[src/logic/chiplet_types_pkg.sv]
package chiplet_types_pkg;

    // Switch geometry
    localparam int NUM_PORTS = 3;
    localparam int NUM_VCS = 2;
    // Buffers are VC-major, index = vc * NUM_PORTS + port
    localparam int NUM_BUFFERS = NUM_PORTS * NUM_VCS;
    localparam int BUFFER_DEPTH = 4;
    localparam int PTR_W = $clog2(BUFFER_DEPTH);
    localparam int TABLE_SIZE = 32;

    typedef logic [4:0] node_id_t;
    typedef logic [1:0] port_id_t;
    typedef logic [0:0] vc_id_t;
    typedef logic [2:0] buf_id_t;
    typedef logic [2:0] credit_t;
    typedef logic [3:0] fmt_t;

    // This switch's own node id
    localparam node_id_t NODE = 5'd5;

    // Packet formats, top nibble of the payload
    localparam fmt_t FMT_DATA = 4'h1;
    localparam fmt_t FMT_SWITCH_CFG = 4'h8;

    typedef struct packed {
        vc_id_t vc;
        logic [31:0] payload;
    } flit_t;

    // One routing table write
    typedef struct packed {
        logic valid;
        node_id_t index;
        port_id_t port;
    } route_req_t;

    function automatic fmt_t flit_fmt(flit_t f);
        return fmt_t'(f.payload[31:28]);
    endfunction

    function automatic node_id_t flit_dest(flit_t f);
        return node_id_t'(f.payload[27:23]);
    endfunction

endpackage
[src/logic/switch.sv]
`timescale 1ns/1ps

module switch (
    input  logic clk,
    input  logic rst_n,
    input  chiplet_types_pkg::flit_t [chiplet_types_pkg::NUM_PORTS-1:0] in,
    input  logic [chiplet_types_pkg::NUM_PORTS-1:0] data_ready_in,
    output logic [chiplet_types_pkg::NUM_PORTS-1:0][chiplet_types_pkg::NUM_VCS-1:0]
                 buffer_available,
    output chiplet_types_pkg::flit_t [chiplet_types_pkg::NUM_PORTS-1:0] out,
    output logic [chiplet_types_pkg::NUM_PORTS-1:0] data_ready_out,
    input  logic [chiplet_types_pkg::NUM_PORTS-1:0][chiplet_types_pkg::NUM_VCS-1:0]
                 credit_granted
);

    chiplet_types_pkg::flit_t [chiplet_types_pkg::NUM_BUFFERS-1:0] head;
    logic [chiplet_types_pkg::NUM_BUFFERS-1:0] empty;
    logic [chiplet_types_pkg::NUM_BUFFERS-1:0] routed;
    chiplet_types_pkg::port_id_t [chiplet_types_pkg::NUM_BUFFERS-1:0] route;
    logic [chiplet_types_pkg::NUM_BUFFERS-1:0] claim_pop;
    logic [chiplet_types_pkg::NUM_BUFFERS-1:0] grant_pop;
    chiplet_types_pkg::route_req_t cfg_write;
    chiplet_types_pkg::node_id_t lookup_index;
    chiplet_types_pkg::port_id_t table_port;
    logic [chiplet_types_pkg::NUM_PORTS-1:0] grant_valid;
    chiplet_types_pkg::buf_id_t [chiplet_types_pkg::NUM_PORTS-1:0] grant_buf;

    // Claims and grants never name the same buffer
    flit_buffers u_buffers (
        .clk(clk),
        .rst_n(rst_n),
        .in(in),
        .data_ready_in(data_ready_in),
        .pop(claim_pop | grant_pop),
        .head(head),
        .empty(empty),
        .buffer_available(buffer_available)
    );

    route_compute u_route_compute (
        .clk(clk),
        .rst_n(rst_n),
        .head(head),
        .empty(empty),
        .table_port(table_port),
        .grant_pop(grant_pop),
        .lookup_index(lookup_index),
        .routed(routed),
        .route(route),
        .claim_pop(claim_pop),
        .cfg_write(cfg_write)
    );

    switch_reg_bank u_reg_bank (
        .clk(clk),
        .rst_n(rst_n),
        .cfg_write(cfg_write),
        .lookup_index(lookup_index),
        .table_port(table_port)
    );

    switch_allocator u_allocator (
        .clk(clk),
        .rst_n(rst_n),
        .head(head),
        .routed(routed),
        .route(route),
        .credit_granted(credit_granted),
        .grant_valid(grant_valid),
        .grant_buf(grant_buf),
        .grant_pop(grant_pop)
    );

    crossbar u_crossbar (
        .clk(clk),
        .rst_n(rst_n),
        .head(head),
        .grant_valid(grant_valid),
        .grant_buf(grant_buf),
        .out(out),
        .data_ready_out(data_ready_out)
    );

endmodule

[src/logic/crossbar.sv]
`timescale 1ns/1ps

module crossbar (
    input  logic clk,
    input  logic rst_n,
    input  chiplet_types_pkg::flit_t [chiplet_types_pkg::NUM_BUFFERS-1:0] head,
    input  logic [chiplet_types_pkg::NUM_PORTS-1:0] grant_valid,
    input  chiplet_types_pkg::buf_id_t [chiplet_types_pkg::NUM_PORTS-1:0] grant_buf,
    output chiplet_types_pkg::flit_t [chiplet_types_pkg::NUM_PORTS-1:0] out,
    output logic [chiplet_types_pkg::NUM_PORTS-1:0] data_ready_out
);

    // Valid is a one-cycle pulse per granted flit
    always_ff @(posedge clk) begin
        if (!rst_n) begin
            data_ready_out <= '0;
        end else begin
            data_ready_out <= grant_valid;
        end
    end

    // Output register only loads on a grant
    always_ff @(posedge clk) begin
        for (int o = 0; o < chiplet_types_pkg::NUM_PORTS; o++) begin
            if (grant_valid[o]) begin
                out[o] <= head[grant_buf[o]];
            end
        end
    end

endmodule

[src/logic/switch_allocator.sv]
`timescale 1ns/1ps

module switch_allocator (
    input  logic clk,
    input  logic rst_n,
    input  chiplet_types_pkg::flit_t [chiplet_types_pkg::NUM_BUFFERS-1:0] head,
    input  logic [chiplet_types_pkg::NUM_BUFFERS-1:0] routed,
    input  chiplet_types_pkg::port_id_t [chiplet_types_pkg::NUM_BUFFERS-1:0] route,
    input  logic [chiplet_types_pkg::NUM_PORTS-1:0][chiplet_types_pkg::NUM_VCS-1:0]
                 credit_granted,
    output logic [chiplet_types_pkg::NUM_PORTS-1:0] grant_valid,
    output chiplet_types_pkg::buf_id_t [chiplet_types_pkg::NUM_PORTS-1:0] grant_buf,
    output logic [chiplet_types_pkg::NUM_BUFFERS-1:0] grant_pop
);

    chiplet_types_pkg::credit_t [chiplet_types_pkg::NUM_PORTS-1:0][chiplet_types_pkg::NUM_VCS-1:0]
        credits;
    logic [chiplet_types_pkg::NUM_PORTS-1:0][chiplet_types_pkg::NUM_VCS-1:0] credit_take;
    logic [chiplet_types_pkg::NUM_PORTS-1:0][chiplet_types_pkg::NUM_BUFFERS-1:0] eligible;
    chiplet_types_pkg::buf_id_t [chiplet_types_pkg::NUM_PORTS-1:0] rr_ptr;

    // Routed to this output, and the flit's VC still has credit there
    always_comb begin
        for (int o = 0; o < chiplet_types_pkg::NUM_PORTS; o++) begin
            for (int b = 0; b < chiplet_types_pkg::NUM_BUFFERS; b++) begin
                eligible[o][b] = routed[b]
                    && (route[b] == chiplet_types_pkg::port_id_t'(o))
                    && (credits[o][head[b].vc] != '0);
            end
        end
    end

    // One round-robin arbiter per output
    always_comb begin
        int idx;
        grant_valid = '0;
        grant_buf = rr_ptr;
        grant_pop = '0;
        for (int o = 0; o < chiplet_types_pkg::NUM_PORTS; o++) begin
            for (int i = 1; i <= chiplet_types_pkg::NUM_BUFFERS; i++) begin
                idx = (int'(rr_ptr[o]) + i) % chiplet_types_pkg::NUM_BUFFERS;
                if (!grant_valid[o] && eligible[o][idx]) begin
                    grant_valid[o] = 1'b1;
                    grant_buf[o] = chiplet_types_pkg::buf_id_t'(idx);
                end
            end
            if (grant_valid[o]) begin
                grant_pop[grant_buf[o]] = 1'b1;
            end
        end
    end

    always_comb begin
        credit_take = '0;
        for (int o = 0; o < chiplet_types_pkg::NUM_PORTS; o++) begin
            credit_take[o][head[grant_buf[o]].vc] = grant_valid[o];
        end
    end

    always_ff @(posedge clk) begin
        if (!rst_n) begin
            for (int o = 0; o < chiplet_types_pkg::NUM_PORTS; o++) begin
                rr_ptr[o] <= chiplet_types_pkg::buf_id_t'(chiplet_types_pkg::NUM_BUFFERS - 1);
                for (int v = 0; v < chiplet_types_pkg::NUM_VCS; v++) begin
                    credits[o][v] <= chiplet_types_pkg::credit_t'(chiplet_types_pkg::BUFFER_DEPTH);
                end
            end
        end else begin
            for (int o = 0; o < chiplet_types_pkg::NUM_PORTS; o++) begin
                if (grant_valid[o]) begin
                    rr_ptr[o] <= grant_buf[o];
                end
                // Take and return in the same cycle cancel out
                for (int v = 0; v < chiplet_types_pkg::NUM_VCS; v++) begin
                    if (credit_take[o][v] && !credit_granted[o][v]) begin
                        credits[o][v] <= credits[o][v] - 1'b1;
                    end else if (!credit_take[o][v] && credit_granted[o][v]) begin
                        credits[o][v] <= credits[o][v] + 1'b1;
                    end
                end
            end
        end
    end

endmodule

[src/logic/switch_reg_bank.sv]
`timescale 1ns/1ps

module switch_reg_bank (
    input  logic clk,
    input  logic rst_n,
    input  chiplet_types_pkg::route_req_t cfg_write,
    input  chiplet_types_pkg::node_id_t lookup_index,
    output chiplet_types_pkg::port_id_t table_port
);

    // Output port per destination node
    chiplet_types_pkg::port_id_t route_table [chiplet_types_pkg::TABLE_SIZE];

    always_ff @(posedge clk) begin
        if (!rst_n) begin
            for (int i = 0; i < chiplet_types_pkg::TABLE_SIZE; i++) begin
                route_table[i] <= '0;
            end
        end else if (cfg_write.valid) begin
            route_table[cfg_write.index] <= cfg_write.port;
        end
    end

    // Combinational lookup for route compute
    assign table_port = route_table[lookup_index];

endmodule

[src/logic/route_compute.sv]
`timescale 1ns/1ps

module route_compute (
    input  logic clk,
    input  logic rst_n,
    input  chiplet_types_pkg::flit_t [chiplet_types_pkg::NUM_BUFFERS-1:0] head,
    input  logic [chiplet_types_pkg::NUM_BUFFERS-1:0] empty,
    input  chiplet_types_pkg::port_id_t table_port,
    input  logic [chiplet_types_pkg::NUM_BUFFERS-1:0] grant_pop,
    output chiplet_types_pkg::node_id_t lookup_index,
    output logic [chiplet_types_pkg::NUM_BUFFERS-1:0] routed,
    output chiplet_types_pkg::port_id_t [chiplet_types_pkg::NUM_BUFFERS-1:0] route,
    output logic [chiplet_types_pkg::NUM_BUFFERS-1:0] claim_pop,
    output chiplet_types_pkg::route_req_t cfg_write
);

    chiplet_types_pkg::buf_id_t rr_ptr;
    chiplet_types_pkg::buf_id_t pick;
    logic pick_valid;
    chiplet_types_pkg::flit_t pick_flit;
    logic claim;
    logic [chiplet_types_pkg::NUM_BUFFERS-1:0] set_routed;

    // Round-robin search starting just after the last pick
    always_comb begin
        int idx;
        pick_valid = 1'b0;
        pick = rr_ptr;
        for (int i = 1; i <= chiplet_types_pkg::NUM_BUFFERS; i++) begin
            idx = (int'(rr_ptr) + i) % chiplet_types_pkg::NUM_BUFFERS;
            if (!pick_valid && !empty[idx] && !routed[idx]) begin
                pick_valid = 1'b1;
                pick = chiplet_types_pkg::buf_id_t'(idx);
            end
        end
    end

    assign pick_flit = head[pick];
    assign lookup_index = chiplet_types_pkg::flit_dest(pick_flit);

    // Config flits for this node stop here and go to the table
    assign claim = pick_valid
        && (chiplet_types_pkg::flit_fmt(pick_flit) == chiplet_types_pkg::FMT_SWITCH_CFG)
        && (chiplet_types_pkg::flit_dest(pick_flit) == chiplet_types_pkg::NODE);

    always_comb begin
        claim_pop = '0;
        set_routed = '0;
        claim_pop[pick] = claim;
        set_routed[pick] = pick_valid && !claim;
        cfg_write.valid = claim;
        cfg_write.index = chiplet_types_pkg::node_id_t'(pick_flit.payload[22:18]);
        cfg_write.port = chiplet_types_pkg::port_id_t'(pick_flit.payload[17:16]);
    end

    always_ff @(posedge clk) begin
        if (!rst_n) begin
            rr_ptr <= chiplet_types_pkg::buf_id_t'(chiplet_types_pkg::NUM_BUFFERS - 1);
            routed <= '0;
        end else begin
            if (pick_valid) begin
                rr_ptr <= pick;
            end
            // A granted buffer drops its route, the new head gets routed again
            routed <= (routed & ~grant_pop) | set_routed;
        end
    end

    always_ff @(posedge clk) begin
        if (pick_valid && !claim) begin
            route[pick] <= table_port;
        end
    end

endmodule

[src/logic/flit_buffers.sv]
`timescale 1ns/1ps

module flit_buffers (
    input  logic clk,
    input  logic rst_n,
    input  chiplet_types_pkg::flit_t [chiplet_types_pkg::NUM_PORTS-1:0] in,
    input  logic [chiplet_types_pkg::NUM_PORTS-1:0] data_ready_in,
    input  logic [chiplet_types_pkg::NUM_BUFFERS-1:0] pop,
    output chiplet_types_pkg::flit_t [chiplet_types_pkg::NUM_BUFFERS-1:0] head,
    output logic [chiplet_types_pkg::NUM_BUFFERS-1:0] empty,
    output logic [chiplet_types_pkg::NUM_PORTS-1:0][chiplet_types_pkg::NUM_VCS-1:0]
                 buffer_available
);

    for (genvar b = 0; b < chiplet_types_pkg::NUM_BUFFERS; b++) begin : g_fifo
        // Input port and VC served by this FIFO
        localparam int P = b % chiplet_types_pkg::NUM_PORTS;
        localparam int V = b / chiplet_types_pkg::NUM_PORTS;

        chiplet_types_pkg::flit_t mem [chiplet_types_pkg::BUFFER_DEPTH];
        logic [chiplet_types_pkg::PTR_W-1:0] rd_ptr;
        logic [chiplet_types_pkg::PTR_W-1:0] wr_ptr;
        logic [chiplet_types_pkg::PTR_W:0] count;
        logic full;
        logic wen;
        logic ren;

        assign full = (count == (chiplet_types_pkg::PTR_W + 1)'(chiplet_types_pkg::BUFFER_DEPTH));

        // Steer by the flit's VC field, drop when full
        assign wen = data_ready_in[P] && (in[P].vc == chiplet_types_pkg::vc_id_t'(V)) && !full;
        assign ren = pop[b] && (count != '0);

        always_ff @(posedge clk) begin
            if (!rst_n) begin
                rd_ptr <= '0;
                wr_ptr <= '0;
                count <= '0;
            end else begin
                if (wen) begin
                    wr_ptr <= wr_ptr + 1'b1;
                end
                if (ren) begin
                    rd_ptr <= rd_ptr + 1'b1;
                end
                case ({wen, ren})
                    2'b10: count <= count + 1'b1;
                    2'b01: count <= count - 1'b1;
                    default: count <= count;
                endcase
            end
        end

        always_ff @(posedge clk) begin
            if (wen) begin
                mem[wr_ptr] <= in[P];
            end
        end

        assign head[b] = mem[rd_ptr];
        assign empty[b] = (count == '0);
        assign buffer_available[P][V] = !full;
    end

endmodule

[config.mk]
export PLATFORM = sky130hd
export DESIGN_NAME = switch
export DESIGN_NICKNAME = d
export VERILOG_FILES = /design/src/logic/chiplet_types_pkg.sv /design/src/logic/switch.sv /design/src/logic/crossbar.sv /design/src/logic/switch_allocator.sv /design/src/logic/switch_reg_bank.sv /design/src/logic/route_compute.sv /design/src/logic/flit_buffers.sv
export SDC_FILE = /design/constraint.sdc
export NUM_CORES = 2
export LEC_CHECK = 0
export BUFFER_PORTS_ARGS = -buffer_cell sky130_fd_sc_hd__buf_4
export CAP_MARGIN = 20
export CORE_ASPECT_RATIO = 0.75
export CORE_MARGIN = 8
export CORE_UTILIZATION = 62
export DETAILED_ROUTE_END_ITERATION = 16
export PLACE_DENSITY = 0.8
export SKIP_LAST_GASP = 1
export SLEW_MARGIN = 20
export SYNTH_ARGS = -nofsm -noshare
export SYNTH_HDL_FRONTEND = slang
export SYNTH_SLANG_ARGS = --single-unit
[constraint.sdc]
create_clock -name clk -period 7.9 [get_ports clk]
set_input_delay 0.395 -clock clk [delete_from_list [all_inputs] [get_ports clk]]
set_output_delay 0.395 -clock clk [all_outputs]
set_load 0.02 [all_outputs]
==> flow_summary.toml <==
[worst_setup_path]
reg2reg_to = "u_buffers.g_fifo[2].count[2]$_SDFFE_PN0P_"
required_ns = 8.48
rr_worst_depth = 24
crit_path_end = "u_buffers.g_fifo[2].count[2]$_SDFFE_PN0P_"
crit_path_start_kind = "register"
critical_path_class = "register to register"
critPathMaxFanout = 15
arrival_ns = 8.09
setup.worst_path.end_class = "register"
rr_startpoint = "u_route_compute.rr_ptr[1]$_SDFFE_PN0P_"
reg2reg_slack_ns = 0.39
startpoint = "u_route_compute.rr_ptr[1]$_SDFFE_PN0P_"

[die]
dieArea_um2 = 90000
core_um2 = 80100
start_util = 0.624
dieWidth_um = 344
die_h_um = 262
ioPinCount = 218
std_cell_rows = 90

[timing]
hold_violations = 0
setup_viol = 0
tightest_slew_ns = 1.19
fin_crit_sh = 0.951
setup_tns_ns = 0
fin_skew_ns = 0.0676
period_needed_ns = 7.51
max-slew-margin-rel = 0.204
fmax_ghz = 0.133
slew_violations = 0
rsz0062_at_grt = "no"

[synthesis]
synth_compound_area_frac = 0.0997
synth_top_area_cell = "edfxtp_1"
synth.avg_cell_area_um2 = 14.2
synth_cell_types = 107
synth.top_cell.area_share = 0.581
async_reset_ff_frac = 0
ys_seq_elements = 1060
synth-simple-area-share = 0.0902
synthTopCellsByArea = "edfxtp_1 (58%), mux4_2 (9.2%), dfxtp_1 (3.7%)"
yosysSeqAreaShare = 0.619
syn-cell-area_um2 = 50000
synth_cells = 3508
synth_edf_count = 967
yosys.area_share.xor_xnor = 0.00842
synth_ff_type = "edfxtp_1"
synthMuxAreaShare = 0.130
ys_warn_count = 0
synth_top_family_by_area = "multiplexers"
synthAdderAreaFrac = 0.0248
synth_nets = 3710

[global_routing]
grt_pass1_vias = 32500
grt_overflow = 0
grt_max_degree = 72
antenna_found_initial = 16
grt_pass1_wl_um = 208000
track_usage = 0.311

[route]
postRouteAntennaNets = 0
drt-total-wl_um = 142000
firstDrtPassIters = 6
drcViolationCount = 0
wl_per_cell_um = 28.9
initialDrtViolationCount = 5037
vias = 33600
viasPerCell = 6.85

[flow_run]
maxCapViolCount = 0

[final_layout]
synthToLayoutAreaGrowth_pct = 13.8
layout-drive-gt1-share = 0.206
layout_common_cells = "edfxtp_1 (967), buf_4 (276), nor2_1 (235)"
fillers = 5057
fin_nets = 3961
layout_commonest_cell = "edfxtp_1"

[placement]
portBuffers = 217
gp_congestion = 0.972
hpwlAfterDp_um = 89700

[hold_path]
hold_class = "input pin to register"
hp-start = "data_ready_in[0]"

[clock_tree]
cts_buffers = 99
cts_root_buf = "clkbuf_16"
clkSinkCount = 1060
h-tree-depth = 3
cts_buffer_depth = 3
cts_tree = "yes"
clk_pin_slew_worst_paths_ns = 0.06
clk_latency_ns = 0.71

[outcome]
status = "finished, final reports clean"
-- what timing repair did --
| action | 4_1_cts | 5_1_grt |
|---|---|---|
| hold buffers | 100 | 0 |
| gates resized for setup | 0 | 0 |
| buffers inserted | 0 | 0 |
| hold endpoints to repair | 793 | 0 |
-- layer usage --
layer / up-vias / share of wire / wire [um] / GRT usage
met5: - / 0.00019 / 27 / 0
met4: 4 / 0.067 / 9450 / 0.178
met3: 456 / 0.11 / 15500 / 0.0624
met2: 2409 / 0.46 / 65900 / 0.489
met1: 16400 / 0.36 / 51100 / 0.407
li1: 14300 / - / - / -
-- cells in the mapped netlist (49+ instances only) --
master / number
a21oi_1: 173
mux2i_1: 167
dfxtp_1: 93
mux4_2: 203
a22oi_1: 64
nor3_1: 60
edfxtp_1: 967
buf_2: 49
ha_1: 80
nand2_1: 179
inv_1: 111
nor2_1: 239
a211oi_1: 111
clkbuf_1: 135
a31oi_1: 54
nand3_1: 82
o21ai_0: 73
-- worst min path at each step --
stage / end / slack [ns] / cells past startpoint
2_1_floorplan: u_allocator.credits[14]$_SDFFE_PN1P_ / 0.47 / 2
3_3_place_gp: u_allocator.credits[2]$_SDFFE_PN1P_ / 0.49 / 2
3_5_place_dp: u_allocator.credits[14]$_SDFFE_PN1P_ / 0.50 / 2
4_1_cts: u_buffers.g_fifo[4].wr_ptr[0]$_SDFFE_PN0P_ / 0.24 / 4
5_1_grt: u_buffers.g_fifo[3].wr_ptr[0]$_SDFFE_PN0P_ / 0.28 / 4
6_report: u_buffers.g_fifo[3].wr_ptr[0]$_SDFFE_PN0P_ / 0.27 / 4
-- area by class of cell --
cell class                      instances  area (um2)  share of cell area
Multi-Input combinational cell       2107       17800               0.313
Inverter                              115         432             0.00760
Clock buffer                          124        2610              0.0460
Antenna cell                            6        15.0            0.000264
Timing Repair Buffer                  376        3070              0.0541
Clock inverter                         61         659              0.0116
Sequential cell                      1060       30900               0.544
Tap cell                             1058        1320              0.0233
-- critical path: stages, from the launching register on --
cell and delay, ns:
dfxtp_1 0.54, ha_1 0.45, xor2_4 0.23, inv_2 0.08, ha_1 0.28, nand2b_1 0.18, o2111a_1 0.27, or3b_1 0.37
a211o_1 0.34, and2_4 0.18, and3_1 0.26, nor3_4 0.72, mux2_4 0.35, o211ai_1 0.28, o211ai_1 0.15, or4b_1 0.77
or3_4 0.48, nor2b_1 0.14, nor2_1 0.11, ha_1 0.19, inv_1 0.06, fa_1 0.37, xor2_1 0.15, or3_1 0.30
a21oi_1 0.14
-- metrics by stage --
step / worst slack (ns) / cells / utilization / hold slack (ns) / instance area (um2)
CTS: 0.508 / 4901 / 0.710 / 0.244 / 56800
finish: 0.386 / 4907 / 0.710 / 0.268 / 56800
global placement: 0.616 / 4616 / 0.656 / 0.486 / 52500
floorplan: 1.48 / 3508 / - / 0.471 / 50000
detailed placement: 0.533 / 4616 / 0.656 / 0.498 / 52500
global route: 0.00662 / 4905 / 0.710 / 0.277 / 56800
-- kinds of logic (layout without fill, tap and decap cells) --
kind of cell / Yosys count / count (layout)
flops: 1060 / 1060
simple gates: 857 / 857
compound gates: 721 / 721
mux: 392 / 392
buf+inv: 341 / 676
fa+ha+maj: 92 / 92
xor+xnor: 45 / 45
other cells: 0 / 6
-- state kept, by name, summed over array words and instances, names as in the netlist, named ones only --
register                   cells
u_route_compute.routed         6
u_crossbar.data_ready_out      3
u_route_compute.route         12
u_reg_bank.route_table        64
u_buffers.g_fifo.mem         792
u_buffers.g_fifo.wr_ptr       12
u_buffers.g_fifo.count        18
u_crossbar.out                99
u_allocator.rr_ptr             9
u_allocator.credits           18
u_route_compute.rr_ptr         3
u_buffers.g_fifo.rd_ptr       12
Power is left out: the tool's default activity adds up to more than one toggle a clock period on the data nets, which glitch-free logic cannot reach.
